$ cat config.mk
export PLATFORM = sky130hd
export DESIGN_NAME = minimux_core
export DESIGN_NICKNAME = d
export VERILOG_FILES = /design/src/source/minimux_pkg.sv /design/src/source/event_queue.sv /design/src/source/input_sync.sv /design/src/source/minimux_core.sv /design/src/source/mux_channel_map.sv /design/src/source/pin_debouncer.sv /design/src/source/quad_decoder.sv
export SDC_FILE = /design/constraint.sdc
export NUM_CORES = 1
export LEC_CHECK = 0
export ABC_AREA = 1
export BUFFER_PORTS_ARGS = -buffer_cell sky130_fd_sc_hd__buf_2
export CORE_UTILIZATION = 30
export CTS_CLUSTER_DIAMETER = 150
export DETAILED_ROUTE_END_ITERATION = 16
export GPL_ROUTABILITY_DRIVEN = 0
export SETUP_SLACK_MARGIN = 0.1
export SLEW_MARGIN = 20
export SYNTH_ARGS = -nofsm -noshare
export SYNTH_HDL_FRONTEND = slang
export SYNTH_SLANG_ARGS = --single-unit
$ cat constraint.sdc
create_clock -name clk100 -period 3.5 [get_ports clk100]
set_clock_uncertainty 0.15 [all_clocks]
set_input_delay 0.525 -clock clk100 [delete_from_list [all_inputs] [get_ports clk100]]
set_output_delay 0.525 -clock clk100 [all_outputs]
set_load 0.05 [all_outputs]
$ cat src/source/minimux_pkg.sv
// Minimux shared definitions
// Widths, queue sizing, mux drive structs and the event word layout

package minimux_pkg;

    // ------------------------------
    // Widths and sizes
    // ------------------------------
    localparam int N_SND        = 32;    // Sender channels
    localparam int MUXCH_W      = 6;     // Channel number, MSB = idle
    localparam int MUX_ADDR_W   = 4;     // Muxer address
    localparam int N_ENC        = 3;     // a, b, n
    localparam int N_OVLD       = 4;     // Overload lines
    localparam int DEB_W        = 16;    // Debounce width
    localparam int POS_W        = 16;    // Position counter
    localparam int ERR_W        = 8;     // Error counter
    localparam int QUEUE_DEPTH  = 4;
    localparam int CREDITS_INIT = 4;     // Credits after reset
    localparam int EVT_W        = 24;    // Event word

    localparam logic [MUXCH_W-1:0] MUXCH_IDLE = 6'h20; // Nothing selected

    // Derived sizes
    localparam int QPTR_W = $clog2(QUEUE_DEPTH);
    localparam int QCNT_W = $clog2(QUEUE_DEPTH + 1);
    localparam int CRED_W = $clog2(CREDITS_INIT + 1);

    // ------------------------------
    // Muxer drive
    // ------------------------------
    typedef struct packed {
        logic                  en;   // Muxer enable
        logic [MUX_ADDR_W-1:0] addr; // Input select
    } mux_sel_t;

    typedef struct packed {
        mux_sel_t p1;  // Positive, channels 0..15
        mux_sel_t p2;  // Positive, channels 16..31
        mux_sel_t n1;
        mux_sel_t n2;
    } mux_drive_t;

    // ------------------------------
    // Encoder
    // ------------------------------
    typedef enum logic [1:0] {
        inc  = 2'd0,
        dec  = 2'd1,
        zero = 2'd2
    } enc_kind_t;

    typedef struct packed {
        logic inc;   // One step up
        logic dec;   // One step down
        logic zero;  // Zero mark seen
    } enc_pulse_t;

    // ------------------------------
    // Event word, tag in bit 23
    // ------------------------------
    typedef struct packed {
        logic                           tag;  // 0
        enc_kind_t                      kind;
        logic [EVT_W-3-POS_W-1:0]       pad;
        logic [POS_W-1:0]               position;
    } evt_enc_t;

    typedef struct packed {
        logic                           tag;  // 1
        logic [EVT_W-1-N_OVLD-MUXCH_W-1:0] pad;
        logic [N_OVLD-1:0]              vec;   // New overload vector
        logic [MUXCH_W-1:0]             muxch; // Channel active at change
    } evt_ovld_t;

    typedef union packed {
        evt_enc_t  enc;
        evt_ovld_t ovld;
    } evt_word_u;

endpackage

$ cat src/source/event_queue.sv
// Event queue
// Packs encoder and overload events into words, queues them and
// sends them against credits from the consumer

module event_queue
    import minimux_pkg::*;
(
    input  logic               clk100,
    input  logic               pre_reset,
    input  enc_pulse_t         i_pulse,
    input  logic [POS_W-1:0]   i_position,
    input  logic [N_OVLD-1:0]  i_ovld_sync,
    input  logic [MUXCH_W-1:0] i_muxch_q,
    input  logic               i_credit_return,
    output logic               o_evt_valid,
    output evt_word_u          o_evt_word,
    output logic               o_overflow
);

    logic [N_OVLD-1:0] ovld_q;       // Last overload vector
    logic              ovld_chg;     // Changed to nonzero
    logic              enc_any;
    logic              hold_valid;
    logic              hold_load;
    logic              hold_drop;    // Hold busy, event lost
    logic              push_valid;
    logic              do_push;
    logic              do_send;
    evt_word_u         enc_word;
    evt_word_u         ovld_word;
    evt_word_u         hold_word;
    evt_word_u         push_word;
    evt_word_u         mem [QUEUE_DEPTH];
    logic [QPTR_W-1:0] wr_ptr;
    logic [QPTR_W-1:0] rd_ptr;
    logic [QCNT_W-1:0] count;
    logic [CRED_W-1:0] credits;

    assign enc_any  = i_pulse.inc | i_pulse.dec | i_pulse.zero;
    assign ovld_chg = (i_ovld_sync != ovld_q) && (i_ovld_sync != '0);

    // ------------------------------
    // Word packing
    // ------------------------------
    always_comb begin
        enc_word              = '0;
        enc_word.enc.tag      = 1'b0;
        enc_word.enc.position = i_position;
        if (i_pulse.zero)     enc_word.enc.kind = zero;
        else if (i_pulse.dec) enc_word.enc.kind = dec;
        else                  enc_word.enc.kind = inc;

        ovld_word            = '0;
        ovld_word.ovld.tag   = 1'b1;
        ovld_word.ovld.vec   = i_ovld_sync;
        ovld_word.ovld.muxch = i_muxch_q;
    end

    // Encoder first, then the held overload, then a fresh one
    always_comb begin
        push_valid = 1'b1;
        push_word  = enc_word;
        if (!enc_any) begin
            if (hold_valid)     push_word = hold_word;
            else if (ovld_chg)  push_word = ovld_word;
            else                push_valid = 1'b0;
        end
    end

    // Park overload when the queue input is taken this clock
    assign hold_load = ovld_chg && (enc_any ? ~hold_valid : hold_valid);
    assign hold_drop = ovld_chg && enc_any && hold_valid;

    assign do_push = push_valid && (count != QCNT_W'(QUEUE_DEPTH));
    assign do_send = (count != '0) && (credits != '0);

    // ------------------------------
    // Control state
    // ------------------------------
    always_ff @(posedge clk100 or posedge pre_reset) begin
        if (pre_reset) begin
            ovld_q      <= '0;
            hold_valid  <= 1'b0;
            wr_ptr      <= '0;
            rd_ptr      <= '0;
            count       <= '0;
            credits     <= CRED_W'(CREDITS_INIT);
            o_evt_valid <= 1'b0;
            o_overflow  <= 1'b0;
        end else begin
            ovld_q      <= i_ovld_sync;
            o_evt_valid <= do_send;

            if (hold_load)     hold_valid <= 1'b1;
            else if (!enc_any) hold_valid <= 1'b0;   // Pushed this clock

            if (do_push) wr_ptr <= wr_ptr + 1'b1;    // Depth is a power of 2
            if (do_send) rd_ptr <= rd_ptr + 1'b1;

            case ({do_push, do_send})
                2'b10:   count <= count + 1'b1;
                2'b01:   count <= count - 1'b1;
                default: count <= count;
            endcase

            case ({do_send, i_credit_return})
                2'b10:   credits <= credits - 1'b1;
                2'b01:   credits <= credits + 1'b1;
                default: credits <= credits;
            endcase

            // Sticky until reset
            if ((push_valid && !do_push) || hold_drop) o_overflow <= 1'b1;
        end
    end

    // ------------------------------
    // Payload
    // ------------------------------
    always_ff @(posedge clk100) begin
        if (hold_load) hold_word <= ovld_word;
        if (do_push)   mem[wr_ptr] <= push_word;
        if (do_send)   o_evt_word <= mem[rd_ptr];
    end

endmodule

$ cat src/source/input_sync.sv
// Input synchronizer
// Two flop stages for the encoder pins and the overload lines

module input_sync
    import minimux_pkg::*;
(
    input  logic              clk100,
    input  logic              pre_reset,
    input  logic [N_ENC-1:0]  i_enc_pins,
    input  logic [N_OVLD-1:0] i_ovld,
    output logic [N_ENC-1:0]  o_enc_sync,
    output logic [N_OVLD-1:0] o_ovld_sync
);

    localparam int N_LINES = N_ENC + N_OVLD;  // Seven lines

    logic [N_LINES-1:0] meta_q;   // First stage, may go metastable
    logic [N_LINES-1:0] sync_q;   // Second stage

    always_ff @(posedge clk100 or posedge pre_reset) begin
        if (pre_reset) begin
            meta_q <= '0;
            sync_q <= '0;
        end else begin
            meta_q <= {i_ovld, i_enc_pins};
            sync_q <= meta_q;
        end
    end

    // Split back into the two groups
    assign o_enc_sync  = sync_q[N_ENC-1:0];
    assign o_ovld_sync = sync_q[N_LINES-1:N_ENC];

endmodule

$ cat src/source/minimux_core.sv
// Minimux sensing core
// Channel map, encoder path with debounce and decode, overload capture
// and the credit based event queue

module minimux_core
    import minimux_pkg::*;
(
    input  logic               clk100,
    input  logic               pre_reset,        // Async, active high
    input  logic [MUXCH_W-1:0] i_muxch,
    input  logic [N_ENC-1:0]   i_enc_pins,       // {n, b, a}
    input  logic [N_OVLD-1:0]  i_ovld,
    input  logic [DEB_W-1:0]   i_debounce_width,
    input  logic               i_credit_return,
    output logic [N_SND-1:0]   o_en_snd_n,
    output mux_drive_t         o_mux,
    output logic               o_evt_valid,
    output evt_word_u          o_evt_word,
    output logic               o_overflow,
    output logic [ERR_W-1:0]   o_err_count
);

    logic [MUXCH_W-1:0] muxch_q;
    logic [N_ENC-1:0]   enc_sync;
    logic [N_ENC-1:0]   enc_deb;
    logic [N_OVLD-1:0]  ovld_sync;
    enc_pulse_t         enc_pulse;
    logic [POS_W-1:0]   position;

    // ------------------------------
    // Channel map
    // ------------------------------
    mux_channel_map u_map (
        .clk100,
        .pre_reset,
        .i_muxch,
        .o_muxch_q  (muxch_q),
        .o_en_snd_n,
        .o_mux
    );

    // ------------------------------
    // Encoder path
    // ------------------------------
    input_sync u_sync (
        .clk100,
        .pre_reset,
        .i_enc_pins,
        .i_ovld,
        .o_enc_sync  (enc_sync),
        .o_ovld_sync (ovld_sync)
    );

    for (genvar i = 0; i < N_ENC; i++) begin : g_deb
        pin_debouncer u_deb (
            .clk100,
            .pre_reset,
            .i_width (i_debounce_width),
            .i_level (enc_sync[i]),
            .o_level (enc_deb[i])
        );
    end

    quad_decoder u_quad (
        .clk100,
        .pre_reset,
        .i_a         (enc_deb[0]),
        .i_b         (enc_deb[1]),
        .i_n         (enc_deb[2]),
        .o_pulse     (enc_pulse),
        .o_position  (position),
        .o_err_count
    );

    // ------------------------------
    // Events out
    // ------------------------------
    event_queue u_evq (
        .clk100,
        .pre_reset,
        .i_pulse     (enc_pulse),
        .i_position  (position),
        .i_ovld_sync (ovld_sync),
        .i_muxch_q   (muxch_q),
        .i_credit_return,
        .o_evt_valid,
        .o_evt_word,
        .o_overflow
    );

endmodule

$ cat src/source/mux_channel_map.sv
// Mux channel map
// Registers the channel number and decodes sender enables and the
// four receive muxer selects

module mux_channel_map
    import minimux_pkg::*;
(
    input  logic               clk100,
    input  logic               pre_reset,
    input  logic [MUXCH_W-1:0] i_muxch,
    output logic [MUXCH_W-1:0] o_muxch_q,
    output logic [N_SND-1:0]   o_en_snd_n,
    output mux_drive_t         o_mux
);

    logic [MUXCH_W-1:0]       muxch_q;
    logic                     idle;
    logic [$clog2(N_SND)-1:0] snd_idx;   // Sender channel 0..31
    logic                     bank_p;    // 0 = p1, 1 = p2
    logic                     bank_n;    // Opposite half for n side

    // Channel register, idle after reset
    always_ff @(posedge clk100 or posedge pre_reset) begin
        if (pre_reset) begin
            muxch_q <= MUXCH_IDLE;
        end else begin
            muxch_q <= i_muxch;
        end
    end

    assign idle    = muxch_q[MUXCH_W-1];
    assign snd_idx = muxch_q[MUXCH_W-2:0];
    assign bank_p  = snd_idx[MUX_ADDR_W];
    assign bank_n  = ~snd_idx[MUX_ADDR_W];  // (k+16) mod 32

    // ------------------------------
    // Decode
    // ------------------------------
    always_comb begin
        o_en_snd_n = '1;    // Senders off (active low)
        o_mux      = '0;    // All muxers disabled
        if (!idle) begin
            o_en_snd_n[snd_idx] = 1'b0;
            if (bank_p) begin
                o_mux.p2.en   = 1'b1;
                o_mux.p2.addr = snd_idx[MUX_ADDR_W-1:0];
            end else begin
                o_mux.p1.en   = 1'b1;
                o_mux.p1.addr = snd_idx[MUX_ADDR_W-1:0];
            end
            // Same address in the other bank
            if (bank_n) begin
                o_mux.n2.en   = 1'b1;
                o_mux.n2.addr = snd_idx[MUX_ADDR_W-1:0];
            end else begin
                o_mux.n1.en   = 1'b1;
                o_mux.n1.addr = snd_idx[MUX_ADDR_W-1:0];
            end
        end
    end

    assign o_muxch_q = muxch_q;  // For overload events

endmodule

$ cat src/source/pin_debouncer.sv
// Pin debouncer
// Output follows the input once it has been stable for more than
// i_width clocks

module pin_debouncer
    import minimux_pkg::*;
(
    input  logic             clk100,
    input  logic             pre_reset,
    input  logic [DEB_W-1:0] i_width,
    input  logic             i_level,
    output logic             o_level
);

    logic [DEB_W-1:0] stable_cnt;  // Clocks the input differs from output
    logic             level_q;

    // ------------------------------
    // Stability counter
    // ------------------------------
    always_ff @(posedge clk100 or posedge pre_reset) begin
        if (pre_reset) begin
            stable_cnt <= '0;
            level_q    <= 1'b0;
        end else begin
            if (i_level == level_q) begin
                stable_cnt <= '0;            // Glitch or no change, restart
            end else if (stable_cnt >= i_width) begin
                level_q    <= i_level;       // Held width+1 clocks
                stable_cnt <= '0;
            end else begin
                stable_cnt <= stable_cnt + 1'b1;
            end
        end
    end

    // Counter never passes i_width so no wrap

    assign o_level = level_q;

endmodule

$ cat src/source/quad_decoder.sv
// Quadrature decoder
// Turns debounced a/b/n into step pulses, a wrapping position,
// a zero mark and a saturating error count

module quad_decoder
    import minimux_pkg::*;
(
    input  logic             clk100,
    input  logic             pre_reset,
    input  logic             i_a,
    input  logic             i_b,
    input  logic             i_n,
    output enc_pulse_t       o_pulse,
    output logic [POS_W-1:0] o_position,
    output logic [ERR_W-1:0] o_err_count
);

    logic             a_q;
    logic             b_q;
    logic             n_q;
    logic [1:0]       idx_now;    // Gray state as 0..3
    logic [1:0]       idx_prev;
    logic [1:0]       idx_diff;
    logic             step_up;
    logic             step_dn;
    logic             both_chg;   // a and b in one clock
    logic             n_rise;
    logic [POS_W-1:0] position;
    logic [ERR_W-1:0] err_cnt;

    // ------------------------------
    // State decode
    // ------------------------------
    // 00 -> 01 -> 11 -> 10 maps to 0 -> 1 -> 2 -> 3
    assign idx_now  = {i_a, i_a ^ i_b};
    assign idx_prev = {a_q, a_q ^ b_q};
    assign idx_diff = idx_now - idx_prev;

    assign step_up  = (idx_diff == 2'd1);
    assign step_dn  = (idx_diff == 2'd3);
    assign both_chg = (idx_diff == 2'd2);   // Illegal jump
    assign n_rise   = i_n & ~n_q;

    // ------------------------------
    // Counters and pulses
    // ------------------------------
    always_ff @(posedge clk100 or posedge pre_reset) begin
        if (pre_reset) begin
            a_q      <= 1'b0;
            b_q      <= 1'b0;
            n_q      <= 1'b0;
            position <= '0;
            err_cnt  <= '0;
            o_pulse  <= '0;
        end else begin
            a_q     <= i_a;
            b_q     <= i_b;
            n_q     <= i_n;
            o_pulse <= '0;                  // One clock only

            if (n_rise) begin               // Zero mark wins over a step
                position     <= '0;
                o_pulse.zero <= 1'b1;
            end else if (step_up) begin
                position    <= position + 1'b1;
                o_pulse.inc <= 1'b1;
            end else if (step_dn) begin
                position    <= position - 1'b1;
                o_pulse.dec <= 1'b1;
            end

            // Saturate at max
            if (both_chg && (err_cnt != '1)) begin
                err_cnt <= err_cnt + 1'b1;
            end
        end
    end

    assign o_position  = position;   // Already the updated value
    assign o_err_count = err_cnt;

endmodule
# Word level (Yosys, flattened, before mapping)
# Memories as Yosys holds them, arrays and structs flattened. A register that Yosys moved wholly into a read port is not among the register bits.
# Cells that the tools add are included.
totals:
  reg_bits: 128
  inputBits: 32
  output_inout_bits: 86
  n_memories: 1
  ram_bits: 96
memory_table:
  columns: ["memory", "depth", "word_bits", "read_ports", "rd_ports_with_merged_regs", "wr", "line", "source"]
  rows:
  - ["u_evq.mem", 4, 24, 1, 1, 1, "event_queue.sv:33", "evt_word_u mem [QUEUE_DEPTH];"]
classes:
  add_sub_neg: 13
  n_bitwise: 11
  eq_ne: 14
  mux: 35
  order_cmp: 5
  n_reduce_logical: 20
op_table:
  columns: ["cell", "count"]
  rows:
  - ["two-way mux 16 bit", 9]
  - ["two-way mux 24 bit", 3]
  - ["adder 16 x 1 -> 16 bit, second input constant", 4]
  - ["greater-or-equal comparator 16 bit", 3]
  - ["two-way mux 32 bit", 1]
  - ["inverter 32 bit", 1]
  - ["two-way mux 20 bit", 1]
  - ["subtractor 16 x 1 -> 16 bit, second input constant", 1]
  - ["two-way mux 1 bit", 14]
  - ["one-hot mux 3 bit (2 select lines)", 2]
  - ["two-way mux 5 bit", 2]
  - ["logical AND 1 bit", 9]
  - ["nonzero test 3 bit", 3]
  - ["adder 8 x 1 -> 8 bit, second input constant", 1]
  - ["equality test 2 bit, second input constant", 4]
  - ["inequality test 8 bit, second input constant", 1]
  - ["adder 3 x 1 -> 3 bit, second input constant", 2]
  - ["equality test 2 x 1 -> 1 bit, second input constant", 3]
  - ["< comparator 5 x 6 -> 1 bit, second input constant", 1]
  - ["AND reduction 2 bit", 3]
  - ["subtractor 3 x 1 -> 3 bit, second input constant", 2]
  - ["demux 1 bit (select 5 bit)", 1]
  - ["greater-or-equal comparator 5 x 1 -> 1 bit, second input constant", 1]
  - ["inverter 1 bit", 5]
  - ["other kinds (14)", 21]

# Logic depth before layout (Yosys ltp)
# Gate-level depths: netlist of run 1.
depth:
  word_depth: 9
  ltp_mapped: 20
  depth_no_buf: 20

# By module
# From an unflattened synthesis of run 1, not the netlist that was laid out.
hier_totals:
  cells_unflattened: 1344
  area_unflattened_um2: 12184.2
modules_own_cells:
  columns: ["mod", "cells_per_inst", "area_per_inst_um2", "instances"]
  rows:
  - ["event_queue", 403, 5033.6, 1]
  - ["pin_debouncer", 179, 1340.0, 3]
  - ["quad_decoder", 304, 2260.9, 1]
  - ["mux_channel_map", 85, 515.5, 1]
  - ["input_sync", 15, 354.1, 1]

# Worst setup path before layout of run 1
# OpenSTA, ideal clock, no wires.
synth_path:
  kind: "register to register"
  from: "register g_deb[0].u_deb.level_q"
  to: "register u_quad.position[8], in the netlist u_quad.o_position[8]"
  setup_slack_ns: 0.576
  arrival_ns: 2.657
  path_buffers: 0
  stages_incl_launch_ff: 15
  cell_sequence: "dfrtp_1 > xnor2_1 > ha_1 > inv_1 > nand2_1 > fa_1 > nand2_1 > inv_1 > nand2_1 > nand2_1 > nand2_1 > nand2_1 > or2_2 > nand3_1 > nand2_1"
synth_between:
  elab_chain_cells: 5
synth_rtl:
  columns: ["item", "line", "source"]
  rows:
  - ["start: declaration", "pin_debouncer.sv:16", "logic level_q;"]
  - ["start signal: assignment", "pin_debouncer.sv:29", "level_q <= i_level;"]
  - ["bitwise XOR 1 bit", "quad_decoder.sv:35", "assign idx_now = {i_a, i_a ^ i_b};"]
  - ["subtractor 2 bit (*)", "quad_decoder.sv:37", "assign idx_diff = idx_now - idx_prev;"]
  - ["equality test 2 x 1 -> 1 bit", "quad_decoder.sv:39", "assign step_up = (idx_diff == 2'd1);"]
  - ["two-way mux 16 bit", "quad_decoder.sv:64", "end else if (step_up) begin"]
  - ["two-way mux 16 bit", "quad_decoder.sv:61", "if (n_rise) begin"]
  - ["end signal: assignment", "quad_decoder.sv:65", "position <= position + 1'b1;"]
  - ["end signal: assignment", "quad_decoder.sv:68", "position <= position - 1'b1;"]
  - ["end: declaration", "quad_decoder.sv:28", "logic [POS_W-1:0] position;"]
# Mark *: on every way between the ends. The rest lies on a longest branch, timed or not.
# A chain may end at the register's enable or synchronous reset.

# Final worst setup path of run 1
# Same ends and word-level chain as after synthesis.

==> results of run 1 <==
[worst paths after layout]
check                                                   startpoint                                endpoint  slack (ns)  cells after the start
min in group clk100                     u_sync.meta_q[3]$_DFF_PP0_              u_sync.sync_q[3]$_DFF_PP0_        0.20                      0
worst max-delay path            g_deb[0].u_deb.o_level$_DFFE_PP0P_        u_quad.o_position[8]$_DFFE_PP0P_        0.53                     15
max in group asynchronous                                pre_reset  g_deb[0].u_deb.stable_cnt[0]$_DFF_PP0_        2.45                      3
worst min register to register          u_sync.meta_q[3]$_DFF_PP0_              u_sync.sync_q[3]$_DFF_PP0_        0.20                      0
worst min-delay path                                     pre_reset            u_map.o_muxch_q[0]$_DFF_PP0_        0.01                      2
worst max register to register  g_deb[0].u_deb.o_level$_DFFE_PP0P_        u_quad.o_position[8]$_DFFE_PP0P_        0.53                     15
[cell type report]
class	count	area (um2)	area share
clock inverter	6	42.5	0.00309
tap	518	648	0.0470
clock buffer	41	737	0.0535
multi-input combinational	853	4910	0.357
timing repair buffer	137	793	0.0576
sequential	223	6110	0.443
inverter	142	537	0.0390
[cell usage after synthesis, types with 2 or more instances]
cell type | instances | area, um2
nand3_2 | 3 | 30.0
a21oi_4 | 3 | 48.8
nand4_4 | 3 | 63.8
o21ai_1 | 2 | 10.0
nand2_1 | 264 | 991
buf_6 | 3 | 33.8
or2_2 | 2 | 12.5
fa_1 | 3 | 60.1
nand3b_1 | 4 | 30.0
xor2_1 | 43 | 377
buf_4 | 16 | 120
a21oi_1 | 37 | 185
nand2_2 | 9 | 56.3
nand3_4 | 2 | 35.0
inv_2 | 4 | 15.0
ha_1 | 76 | 951
o22ai_1 | 19 | 119
inv_1 | 138 | 518
buf_2 | 7 | 35.0
o21ai_0 | 60 | 300
dfstp_2 | 2 | 52.6
xnor2_1 | 13 | 114
nor2_2 | 23 | 144
and2_1 | 2 | 12.5
nor3b_1 | 2 | 15.0
nor3_2 | 3 | 30.0
nor2_4 | 5 | 56.3
o21a_1 | 3 | 22.5
clkbuf_1 | 10 | 37.5
nor3_1 | 20 | 100
edfxtp_1 | 105 | 3150
nand3_1 | 57 | 285
o21bai_2 | 2 | 22.5
o21bai_1 | 9 | 67.6
nand4_1 | 13 | 81.3
dfrtp_1 | 116 | 2900
a31oi_1 | 2 | 12.5
nor2_1 | 157 | 589
[worst max-delay path, delay by kind of cell (launching register included)]
family	cells	cell delay (ns)
adder cells (fa/ha/maj)	2	0.77
XOR/XNOR	1	0.16
AND/OR/NAND/NOR	9	0.87
buffers and inverters	3	0.46
flip-flops	1	0.45
[sequential cells by signal, summed over array words and instances, names as in the netlist, 2 cells and up]
| name | cells |
|---|---|
| u_evq.mem | 76 |
| g_deb.u_deb.stable_cnt | 48 |
| u_evq.o_evt_word | 19 |
| u_quad.o_position | 16 |
| u_evq.hold_word | 10 |
| u_quad.o_err_count | 8 |
| u_sync.meta_q | 7 |
| u_sync.sync_q | 7 |
| u_map.o_muxch_q | 6 |
| u_evq.ovld_q | 4 |
| g_deb.u_deb.o_level | 3 |
| u_evq.count | 3 |
| u_evq.credits | 3 |
| u_quad.o_pulse | 3 |
| u_evq.rd_ptr | 2 |
| u_evq.wr_ptr | 2 |
[per-stage QoR]
step	power [W]	hold WS [ns]	worst slack, ns	instances
finish	0.00896	0.0134	0.530	1920
global route	0.00956	0.0801	0.263	1920
CTS	0.00907	0.0356	0.532	1920
detailed placement	0.00654	0.186	0.542	1860
global placement	0.00648	0.183	0.597	1860
floorplan	0.00582	0.181	0.576	1254
[layer usage]
layer / vias up / part of all wire / global-route usage
met1: 4069 / 0.47 / 0.170
met2: 137 / 0.47 / 0.219
met5: - / 0 / 0
met3: 42 / 0.037 / 0.0208
met4: 0 / 0.026 / 0.0331
li1: 4363 / - / -
[kinds of logic after synthesis]
kind of cell | synth area share
other | 0.000319
muxes | 0.000957
xor gates and xnor gates | 0.0417
DFF | 0.519
adders and majority gates | 0.0859
AOI/OAI and AO/OA | 0.0677
buffers and inverters | 0.0645
and+or+nand+nor | 0.220
[power by group through the flow]
| stage | registers, W | clock network [W] | logic [W] |
|---|---|---|---|
| finish | 0.00367 | 0.00249 | 0.00279 |
| global route | 0.00374 | 0.00267 | 0.00315 |
| CTS | 0.00368 | 0.00256 | 0.00284 |
| detailed placement | 0.00373 | 0 | 0.00282 |
| global placement | 0.00371 | 0 | 0.00277 |
| floorplan | 0.00415 | 0 | 0.00168 |
==> run summary, run 1 <==
core area - 38600 um2
share of cells above drive strength 1 - 0.160
vias per cell - 4.48
placed cell area - 12900 um2
Core Util, Final - 0.357
final setup violating endpoints - 0
delay of the slowest critical-path stage - 0.45 ns
largest net degree at the start of global routing - 55
Longest Clk Path Bufs - 3
latest clock arrival within the worst-skew pair - 0.54 ns
routed length per instance - 13.0 um
vias in the first global route - 8335
buffers added on ports - 112
commonest non-fill, non-tap cell in the layout - nand2_1
sequential area share after synthesis - 0.519
clock-pin slew of the registers on the worst-case setup and hold paths - 0.06 ns
fmax - 337 MHz
Min-Delay Path Class - input port to asynchronous set/reset pin
worst slew pin tran - 1.03 ns
P_sw - 0.00324 W
Setup Crit Path Kind - flip-flop to flip-flop
# hold bufs at CTS - 13
CTS tree - built
Fin. Hold Viols - 0
CP Capture Type - flip-flop
Ys Warns - 0
peak supply drop - 436 uV
final worst path period share - 0.848
row cnt - 72
status - complete, no violations
Setup Fix Bufs, Post-CTS - 0
antenna viol nets, final - 0
Synth Register Bits - 223
power density over cell area - 650 nW/um2
CTS resizes - 0
Synth Cell Area - 11800 um2
P_int - 0.00572 W
most frequent CP cell - nand2_1
Max-slew headroom - 0.311
Setup TNS - 0 ns
synth unique cells - 46
CP required - 3.78 ns
Area Growth Syn to Fin - 17.1%
Worst path slowest cell - dfrtp_1
Period minus WS final - 2.97 ns
post-synthesis instance total - 1250
antenna violations before repair - 0
FILL cells - 3866
CP startpoint kind - flip-flop
asr flop ratio synth - 0.529
Clk pwr share - 0.278
Avg Inst Size Synth - 9.41 um2
Die X-Extent - 200 um
initial core utilization - 0.304
NumNets Final - 1494
Critical Path AT - 3.25 ns
root buf cell - clkbuf_16
Tot GR Track Use - 0.129
DRT iter0 DRCs - 405
H-tree levels - 1
DR vias - 8611
IO Count - 118
sinks on the clock net - 223
Max-Cap Viols - 0
global-route wire length before repair - 41.3 mm
Ant. Diodes - 0
most frequent cells in the layout - nand2_1 (264), nor2_1 (157), inv_1 (136)
RSZ-0062 raised after global routing - false
LEAKAGE - 6.19 nW
Final Instance Area - 13800 um2
drt drc - 0
Overflow after GRT - 0
Post-synth EDFFs - 105
CTS Buf Count - 26
Post-synth top flop - dfrtp_1
sequential power share - 0.410
worst-path cell chain - xnor2_1 -> ha_1 -> inv_1 -> nand2_1 -> buf_4 -> fa_1 -> nand2_1 -> inv_1 -> nand2_1 -> nand2_1 -> nand2_1 -> nand2_1 -> or2_2 -> nand3_1 -> nand2_1
Die Y - 200 um
Final Max Tran Viols - 0
Die ar. - 40000 um2
Routed Wire Length - 25.0 mm
DRT Pass-1 Iters - 5
largest fanout on the critical path - 21
combinational share of power - 0.312
Switching Share - 0.362
DP HPWL - 17.8 mm
No activity file was read; power rests on OpenSTA's default activity.
==> run 2, diff against run 1 <==
--- a/config.mk
+++ b/config.mk
@@ -5,7 +5,7 @@
 export SDC_FILE = /design/constraint.sdc
 export NUM_CORES = 1
 export LEC_CHECK = 0
-export ABC_AREA = 1
+export ABC_AREA = 0
 export BUFFER_PORTS_ARGS = -buffer_cell sky130_fd_sc_hd__buf_2
 export CORE_UTILIZATION = 30
 export CTS_CLUSTER_DIAMETER = 150
==> constraint.sdc (replaced) <==
create_clock -name clk100 -period 3 [get_ports clk100]
set_clock_uncertainty 0.15 [all_clocks]
set_input_delay 0.45 -clock clk100 [delete_from_list [all_inputs] [get_ports clk100]]
set_output_delay 0.45 -clock clk100 [all_outputs]
set_load 0.05 [all_outputs]
==> run summary, run 2 <==
Core Util, Final - 0.370 (+0.0137)
dpl cells - 1490 (-20%)
Final Max Tran Viols - 0 (unchanged)
latest clock arrival within the worst-skew pair - 0.53 ns (about the same)
largest area contributor in the netlist - edfxtp_1
worst slew pin tran - 1.01 ns (-0.0188 ns)
CP Capture Type - flip-flop
CP required - 3.30 ns (-0.48 ns)
Top reg by flops - u_evq.mem
vias in the first global route - 7510 (-9.9%)
final setup margin - -0.0958 ns (-0.626 ns)
Die Y - 195 um (-2.6%)
antenna viol nets, final - 0 (unchanged)
Synth Register Bits - 223 (unchanged)
Area contributors post-synth - edfxtp_1 (28%), dfrtp_1 (26%), ha_1 (8.5%)
Ant. Diodes - 0 (unchanged)
final setup violating endpoints - 7 (+7)
top post-synthesis cells by count - dfrtp_1 (116), edfxtp_1 (105), ha_1 (76), nand2_1 (71), nor3_1 (51)
peak supply drop - 683 uV (+57%)
Die X-Extent - 195 um (-2.6%)
combinational share of power - 0.330 (+0.018)
Post-synth EDFFs - 105 (unchanged)
DRT iter0 DRCs - 363 (-10%)
Setup crit start - u_quad.a_q$_DFF_PP0_
Post-synth top flop - dfrtp_1
Period minus WS final - 3.10 ns (+0.126 ns)
IO Count - 118 (unchanged)
Post-Layout Cell Count - 1549 (-19%)
Worst Reg-to-Reg Cells - 12 (-3)
WHS Endpoint - u_evq.credits[0]$_DFFE_PP0P_
worst-path cell chain - xor2_1 -> ha_2 -> xor2_4 -> xnor2_4 -> nand2_4 -> ha_1 -> a21o_1 -> o41a_1 -> buf_4 -> xor2_1 -> nand2_1 -> a21oi_1
sequential cell area - 6110 um2 (about the same)
routed length per instance - 15.0 um (+15%)
vias per cell - 4.77 (+6.4%)
Area Growth Syn to Fin - 21.4%
synth unique cells - 72 (+57%)
CP startpoint kind - flip-flop
Longest Clk Path Bufs - 3 (unchanged)
placed cell area - 12500 um2 (-2.5%)
fmax - 323 MHz (-4.1%)
Critical Path AT - 3.40 ns (+0.15 ns)
Worst path slowest cell - o41a_1
WHS Path Cells - 3
H-tree levels - 1 (unchanged)
Reg-to-Reg End - u_quad.o_position[8]$_DFFE_PP0P_
Die ar. - 38000 um2 (-5.1%)
Max-slew headroom - 0.328 (+0.0168)
share of cells above drive strength 1 - 0.245 (+0.0854)
most frequent CP cell - xor2_1
asr flop ratio synth - 0.529 (unchanged)
core area - 36600 um2 (-5.3%)
Max-Cap Viols - 0 (unchanged)
LEAKAGE - 5.66 nW (-8.6%)
largest net degree at the start of global routing - 119 (+120%)
Reg2Reg Launch Point - u_quad.a_q$_DFF_PP0_
Overflow after GRT - 0 (unchanged)
final worst path period share - 1.03 (+0.183)
delay of the slowest critical-path stage - 0.44 ns (about the same)
P_sw - 0.00398 W (+23%)
Hold Path Origin - i_credit_return
CTS tree - built
DP HPWL - 16.3 mm (-8.5%)
Top Family by Delay on Critical Path - compound AO/OA/AOI/OAI gates
sequential power share - 0.411 (about the same)
RSZ-0062 raised after global routing - true
CTS Buf Count - 25 (-3.8%)
clock-pin slew of the registers on the worst-case setup and hold paths - 0.06 ns (about the same)
NumNets Final - 1176 (-21%)
antenna violations before repair - 0 (unchanged)
most frequent cells in the layout - dfrtp_1 (114), buf_2 (112), edfxtp_1 (105)
worst hold slack - 0.159 ns (+0.146 ns)
Tot GR Track Use - 0.124 (-0.00520)
buffers added on ports - 112 (unchanged)
number of flip-flops in the largest register - 76 (unchanged)
most common cell in the netlist - dfrtp_1
reg2reg setup slack - -0.1 ns (-0.63 ns)
Final Instance Area - 13600 um2 (-1.6%)
sinks on the clock net - 223 (unchanged)
drt drc - 0 (unchanged)
violated checks - setup timing
Ys Warns - 0 (unchanged)
Fin. Hold Viols - 0 (unchanged)
biggest registers after layout - u_evq.mem: 76 flops, g_deb.u_deb.stable_cnt: 48 flops, u_evq.o_evt_word: 19 flops
sequential area share after synthesis - 0.547 (+0.0280)
DR vias - 7390 (-14%)
power density over cell area - 852 nW/um2 (+31%)
Synth Cell Area - 11200 um2 (-5.1%)
commonest non-fill, non-tap cell in the layout - dfrtp_1
root buf cell - clkbuf_16
FILL cells - 3565 (-7.8%)
Switching Share - 0.345 (-0.0170)
CP Buf/Inv Count - 1 (-2)
Clk pwr share - 0.259 (-0.019)
status - complete, but fails checks
DRT Pass-1 Iters - 7 (+2)
initial core utilization - 0.305 (+0.000501)
Power Total - 0.0116 W (+29%)
Routed Wire Length - 23.2 mm (-7.1%)
multi-input logic area - 4860 um2 (-1.0%)
Avg Inst Size Synth - 12.3 um2 (+30%)
Setup Crit Path Kind - flip-flop to flip-flop
row cnt - 70 (-2.8%)
global-route wire length before repair - 38.6 mm (-6.7%)
Synth top area share - 0.282 (+0.0144)
post-synthesis instance total - 909 (-27%)
largest fanout on the critical path - 9 (-57%)
Min-Delay Path Class - input port to flip-flop
P_int - 0.00757 W (+32%)
-- run 2: cell count changes after synthesis, moves of 16 or more --
cell | before | now
nand3_1 | 57 | 35
and2_1 | 2 | 22
inv_1 | 138 | 37
nand2_1 | 264 | 71
o21ai_0 | 60 | 20
a21o_1 | 0 | 19
nor2_2 | 23 | 1
nor2_1 | 157 | 32
a22oi_1 | 0 | 16
nor3_1 | 20 | 51
mux4_2 | 0 | 19
o22ai_1 | 19 | 3
xnor2_1 | 13 | 43
-- run 2: worst reg2reg max path: stages (launching register included) --
cell and delay, ns:
dfrtp_2 0.41, xor2_1 0.15, ha_2 0.21, xor2_4 0.17
xnor2_4 0.29, nand2_4 0.18, ha_1 0.34, a21o_1 0.18
o41a_1 0.44, buf_4 0.17, xor2_1 0.11, nand2_1 0.06
a21oi_1 0.14
-- run 2: timing repair --
| action | in CTS | in global routing |
|---|---|---|
| cloned | 1 | 0 |
| hold buffers | 14 | 0 |
| gates resized for setup | 7 | 3 |
| hold endpoints to repair | 20 | 0 |
| setup buffers | 1 | 0 |
| pin swaps | 4 | 0 |
| endpoints found under the setup margin | 10 | 11 |
-- run 2: cells by family after synthesis --
group / count (synthesis) / share of synthesized area
compound gates: 129 / 0.0820
simple gates: 288 / 0.137
fa+ha+maj: 80 / 0.0914
mux: 25 / 0.0440
buf+inv: 82 / 0.0343
xor+xnor: 81 / 0.0635
other cells: 1 / 0.000336
flops: 223 / 0.547
-- run 2: final cells by class --
class | count | area share
sequential | 223 | 0.451
inverter | 38 | 0.0112
timing repair buffer | 168 | 0.0759
clock buffer | 35 | 0.0557
tap | 468 | 0.0432
multi-input combinational | 609 | 0.359
clock inverter | 8 | 0.00462
-- run 2: metrics by stage --
step	TNS, ns	setup slack, ns
after floorplan	-0.393	-0.148
after global placement	-0.480	-0.101
after detailed placement	-0.845	-0.177
after CTS	-0.376	-0.0721
after global routing	-1.66	-0.235
final	-0.526	-0.0958
-- run 2: per-layer routing --
layer,vias up,wire [um],track usage
li1,3622,-,-
met1,3612,10900,0.168
met2,117,11000,0.205
met3,39,766,0.0208
met4,0,476,0.0297
met5,-,0,0
-- run 2: power groups by stage --
| stage | registers (W) | clock network [W] | logic, W |
|---|---|---|---|
| 2_1_floorplan | 0.00521 | 0 | 0.00230 |
| 3_3_place_gp | 0.00479 | 0 | 0.00370 |
| 3_5_place_dp | 0.00482 | 0 | 0.00378 |
| 4_1_cts | 0.00476 | 0.00309 | 0.00384 |
| 5_1_grt | 0.00484 | 0.00318 | 0.00422 |
| 6_report | 0.00475 | 0.00299 | 0.00382 |
-- run 2: worst max path at each step --
| stage | end | slack, ns | cells after the start |
|---|---|---|---|
| after floorplan | u_quad.o_position[14]$_DFFE_PP0P_ | -0.15 | 12 |
| after global placement | u_quad.o_position[12]$_DFFE_PP0P_ | -0.10 | 12 |
| after detailed placement | u_quad.o_position[12]$_DFFE_PP0P_ | -0.18 | 12 |
| after CTS | u_quad.o_position[14]$_DFFE_PP0P_ | -0.07 | 11 |
| after global routing | u_quad.o_position[15]$_DFFE_PP0P_ | -0.24 | 13 |
| final | u_quad.o_position[8]$_DFFE_PP0P_ | -0.1 | 12 |
==> run 3, diff against run 2 <==
--- a/config.mk
+++ b/config.mk
@@ -7,6 +7,7 @@
 export LEC_CHECK = 0
 export ABC_AREA = 0
 export BUFFER_PORTS_ARGS = -buffer_cell sky130_fd_sc_hd__buf_2
+export CORE_MARGIN = 8
 export CORE_UTILIZATION = 30
 export CTS_CLUSTER_DIAMETER = 150
 export DETAILED_ROUTE_END_ITERATION = 16
==> run summary, run 3 (synthesized netlist as in run 2, its figures left out) <==
root buf cell - clkbuf_16
CP required - 3.26 ns (-0.04 ns)
Die ar. - 43600 um2 (+15%)
Area Growth Syn to Fin - 23.9%
sequential cell area - 6110 um2 (about the same)
Critical Path AT - 3.45 ns (+0.05 ns)
Ant. Diodes - 0 (unchanged)
vias per cell - 4.77 (about the same)
CTS tree - built
Longest Clk Path Bufs - 3 (unchanged)
final worst path period share - 1.07 (+0.0337)
FILL cells - 3548 (-0.48%)
DR vias - 7466 (+1.0%)
Place WS - -0.182 ns (-0.00477 ns)
Max-slew headroom - 0.317 (-0.0110)
buffers added on ports - 112 (unchanged)
row cnt - 70 (unchanged)
P_sw - 0.00413 W (+3.6%)
CTS Buf Count - 25 (unchanged)
Die Y - 209 um (+7.2%)
fmax - 313 MHz (-3.2%)
combinational share of power - 0.351 (+0.021)
largest net degree at the start of global routing - 35 (-71%)
CP startpoint kind - flip-flop
DRT Pass-1 Iters - 4 (-3)
sinks on the clock net - 223 (unchanged)
DP HPWL - 17.2 mm (+5.6%)
RSZ-0062 raised after global routing - true
latest clock arrival within the worst-skew pair - 0.53 ns (about the same)
core area - 36600 um2 (unchanged)
status - complete, but fails checks
number of flip-flops in the largest register - 76 (unchanged)
Final Instance Area - 13800 um2 (+2.0%)
drt drc - 0 (unchanged)
Die X-Extent - 209 um (+7.2%)
LEAKAGE - 5.74 nW (+1.3%)
multi-input logic area - 5000 um2 (+2.8%)
Core Util, Final - 0.378 (+0.00755)
initial core utilization - 0.305 (unchanged)
antenna viol nets, final - 0 (unchanged)
P_int - 0.00780 W (+3.0%)
most frequent cells in the layout - buf_2 (112), dfrtp_1 (111), edfxtp_1 (105)
Max-Cap Viols - 0 (unchanged)
clock-pin slew of the registers on the worst-case setup and hold paths - 0.06 ns (about the same)
dpl cells - 1495 (+0.34%)
Fin. Hold Viols - 0 (unchanged)
worst slew pin tran - 1.02 ns (+0.0165 ns)
Post-Layout Cell Count - 1566 (+1.1%)
vias in the first global route - 7688 (+2.4%)
Final Max Tran Viols - 0 (unchanged)
share of cells above drive strength 1 - 0.271 (+0.0263)
Switching Share - 0.346 (+0.00140)
violated checks - setup timing
Tot GR Track Use - 0.109 (-0.0141)
Period minus WS final - 3.20 ns (+0.101 ns)
IO Count - 118 (unchanged)
Overflow after GRT - 0 (unchanged)
H-tree levels - 1 (unchanged)
routed length per instance - 15.6 um (+4.3%)
Clk pwr share - 0.253 (-0.006)
Top Layer Used - met4
global-route wire length before repair - 40.3 mm (+4.4%)
Top reg by flops - u_evq.mem
Routed Wire Length - 24.5 mm (+5.5%)
Power Total - 0.0119 W (+3.2%)
antenna violations before repair - 0 (unchanged)
NumNets Final - 1191 (+1.3%)
commonest non-fill, non-tap cell in the layout - buf_2
power density over cell area - 862 nW/um2 (+1.1%)
DRT iter0 DRCs - 328 (-9.6%)
final setup margin - -0.197 ns (-0.101 ns)
routed wire length on met3 - 823 um (+7.4%)
Setup Crit Path Kind - flip-flop to flip-flop
peak supply drop - 636 uV (-6.8%)
Min-Delay Path Class - input port to flip-flop
final setup violating endpoints - 8 (+1)
largest fanout on the critical path - 8 (-1)
placed cell area - 12600 um2 (+0.40%)
Metal-1 WL - 11.3 mm (+3.7%)
wire length on met2 - 11.8 mm (+6.6%)
sequential power share - 0.395 (-0.016)
biggest registers after layout - u_evq.mem: 76 flops, g_deb.u_deb.stable_cnt: 48 flops, u_evq.o_evt_word: 19 flops
CP Capture Type - flip-flop
## run 3: final cells by class
type,count,share of cell area
Clock buffer,37,0.0507
Clock inverter,8,0.00823
Inverter,38,0.0109
Multi-Input combinational cell,609,0.361
Sequential cell,223,0.442
Tap cell,468,0.0423
Timing Repair Buffer,183,0.0846
## run 3: metrics by stage
stage / TNS, ns / hold WS [ns]
after detailed placement: -0.898 / 0.185
after global placement: -0.497 / 0.186
after global routing: -2.66 / 0.173
after floorplan: -0.393 / 0.181
final: -1.33 / 0.148
after CTS: -0.751 / 0.132
## run 3: worst paths after layout
path                                               startpoint                                       to  slack [ns]  cells after the start
setup / recovery           g_deb[0].u_deb.o_level$_DFFE_PP0P_        u_quad.o_position[10]$_DFFE_PP0P_       -0.20                     14
hold / removal                                i_credit_return             u_evq.credits[0]$_DFFE_PP0P_        0.15                      3
setup reg to reg           g_deb[0].u_deb.o_level$_DFFE_PP0P_        u_quad.o_position[10]$_DFFE_PP0P_       -0.20                     14
hold reg to reg                    u_sync.meta_q[4]$_DFF_PP0_               u_sync.sync_q[4]$_DFF_PP0_        0.19                      0
max in group asynchronous                           pre_reset  g_deb[1].u_deb.stable_cnt[12]$_DFF_PP0_        1.75                      4
min in group asynchronous                           pre_reset               u_sync.sync_q[2]$_DFF_PP0_        0.33                      3
## run 3: power by group through the flow
stage / registers (W) / logic (W) / clock network, W
after floorplan: 0.00521 / 0.00230 / 0
after global placement: 0.00473 / 0.00380 / 0
after detailed placement: 0.00476 / 0.00386 / 0
after CTS: 0.00472 / 0.00403 / 0.00312
after global routing: 0.00481 / 0.00461 / 0.00323
final: 0.00471 / 0.00419 / 0.00302
## run 3: timing repair
action	4_1_cts	5_1_grt
hold buffers	14	0
pin swaps	16	24
setup buffers	2	9
gates resized for setup	18	20
endpoints found under the setup margin	9	12
cloned	1	0
endpoints found under the hold margin	24	0
## run 3: critical path, stage by stage (launching register included)
cell,delay (ns)
dfrtp_2,0.42
xnor2_2,0.14
ha_2,0.21
xor2_4,0.17
xnor2_4,0.29
nand2_8,0.15
buf_6,0.15
fa_2,0.34
nand3_2,0.08
a21oi_2,0.07
o41a_1,0.41
buf_4,0.18
o22ai_2,0.11
xnor2_1,0.13
a21oi_1,0.08
## run 3: metal layers
layer  GRT usage  up-vias
met4      0.0267        0
met1       0.144     3653
met2       0.185      116
li1            -     3660
met5           0        -
met3      0.0183       37
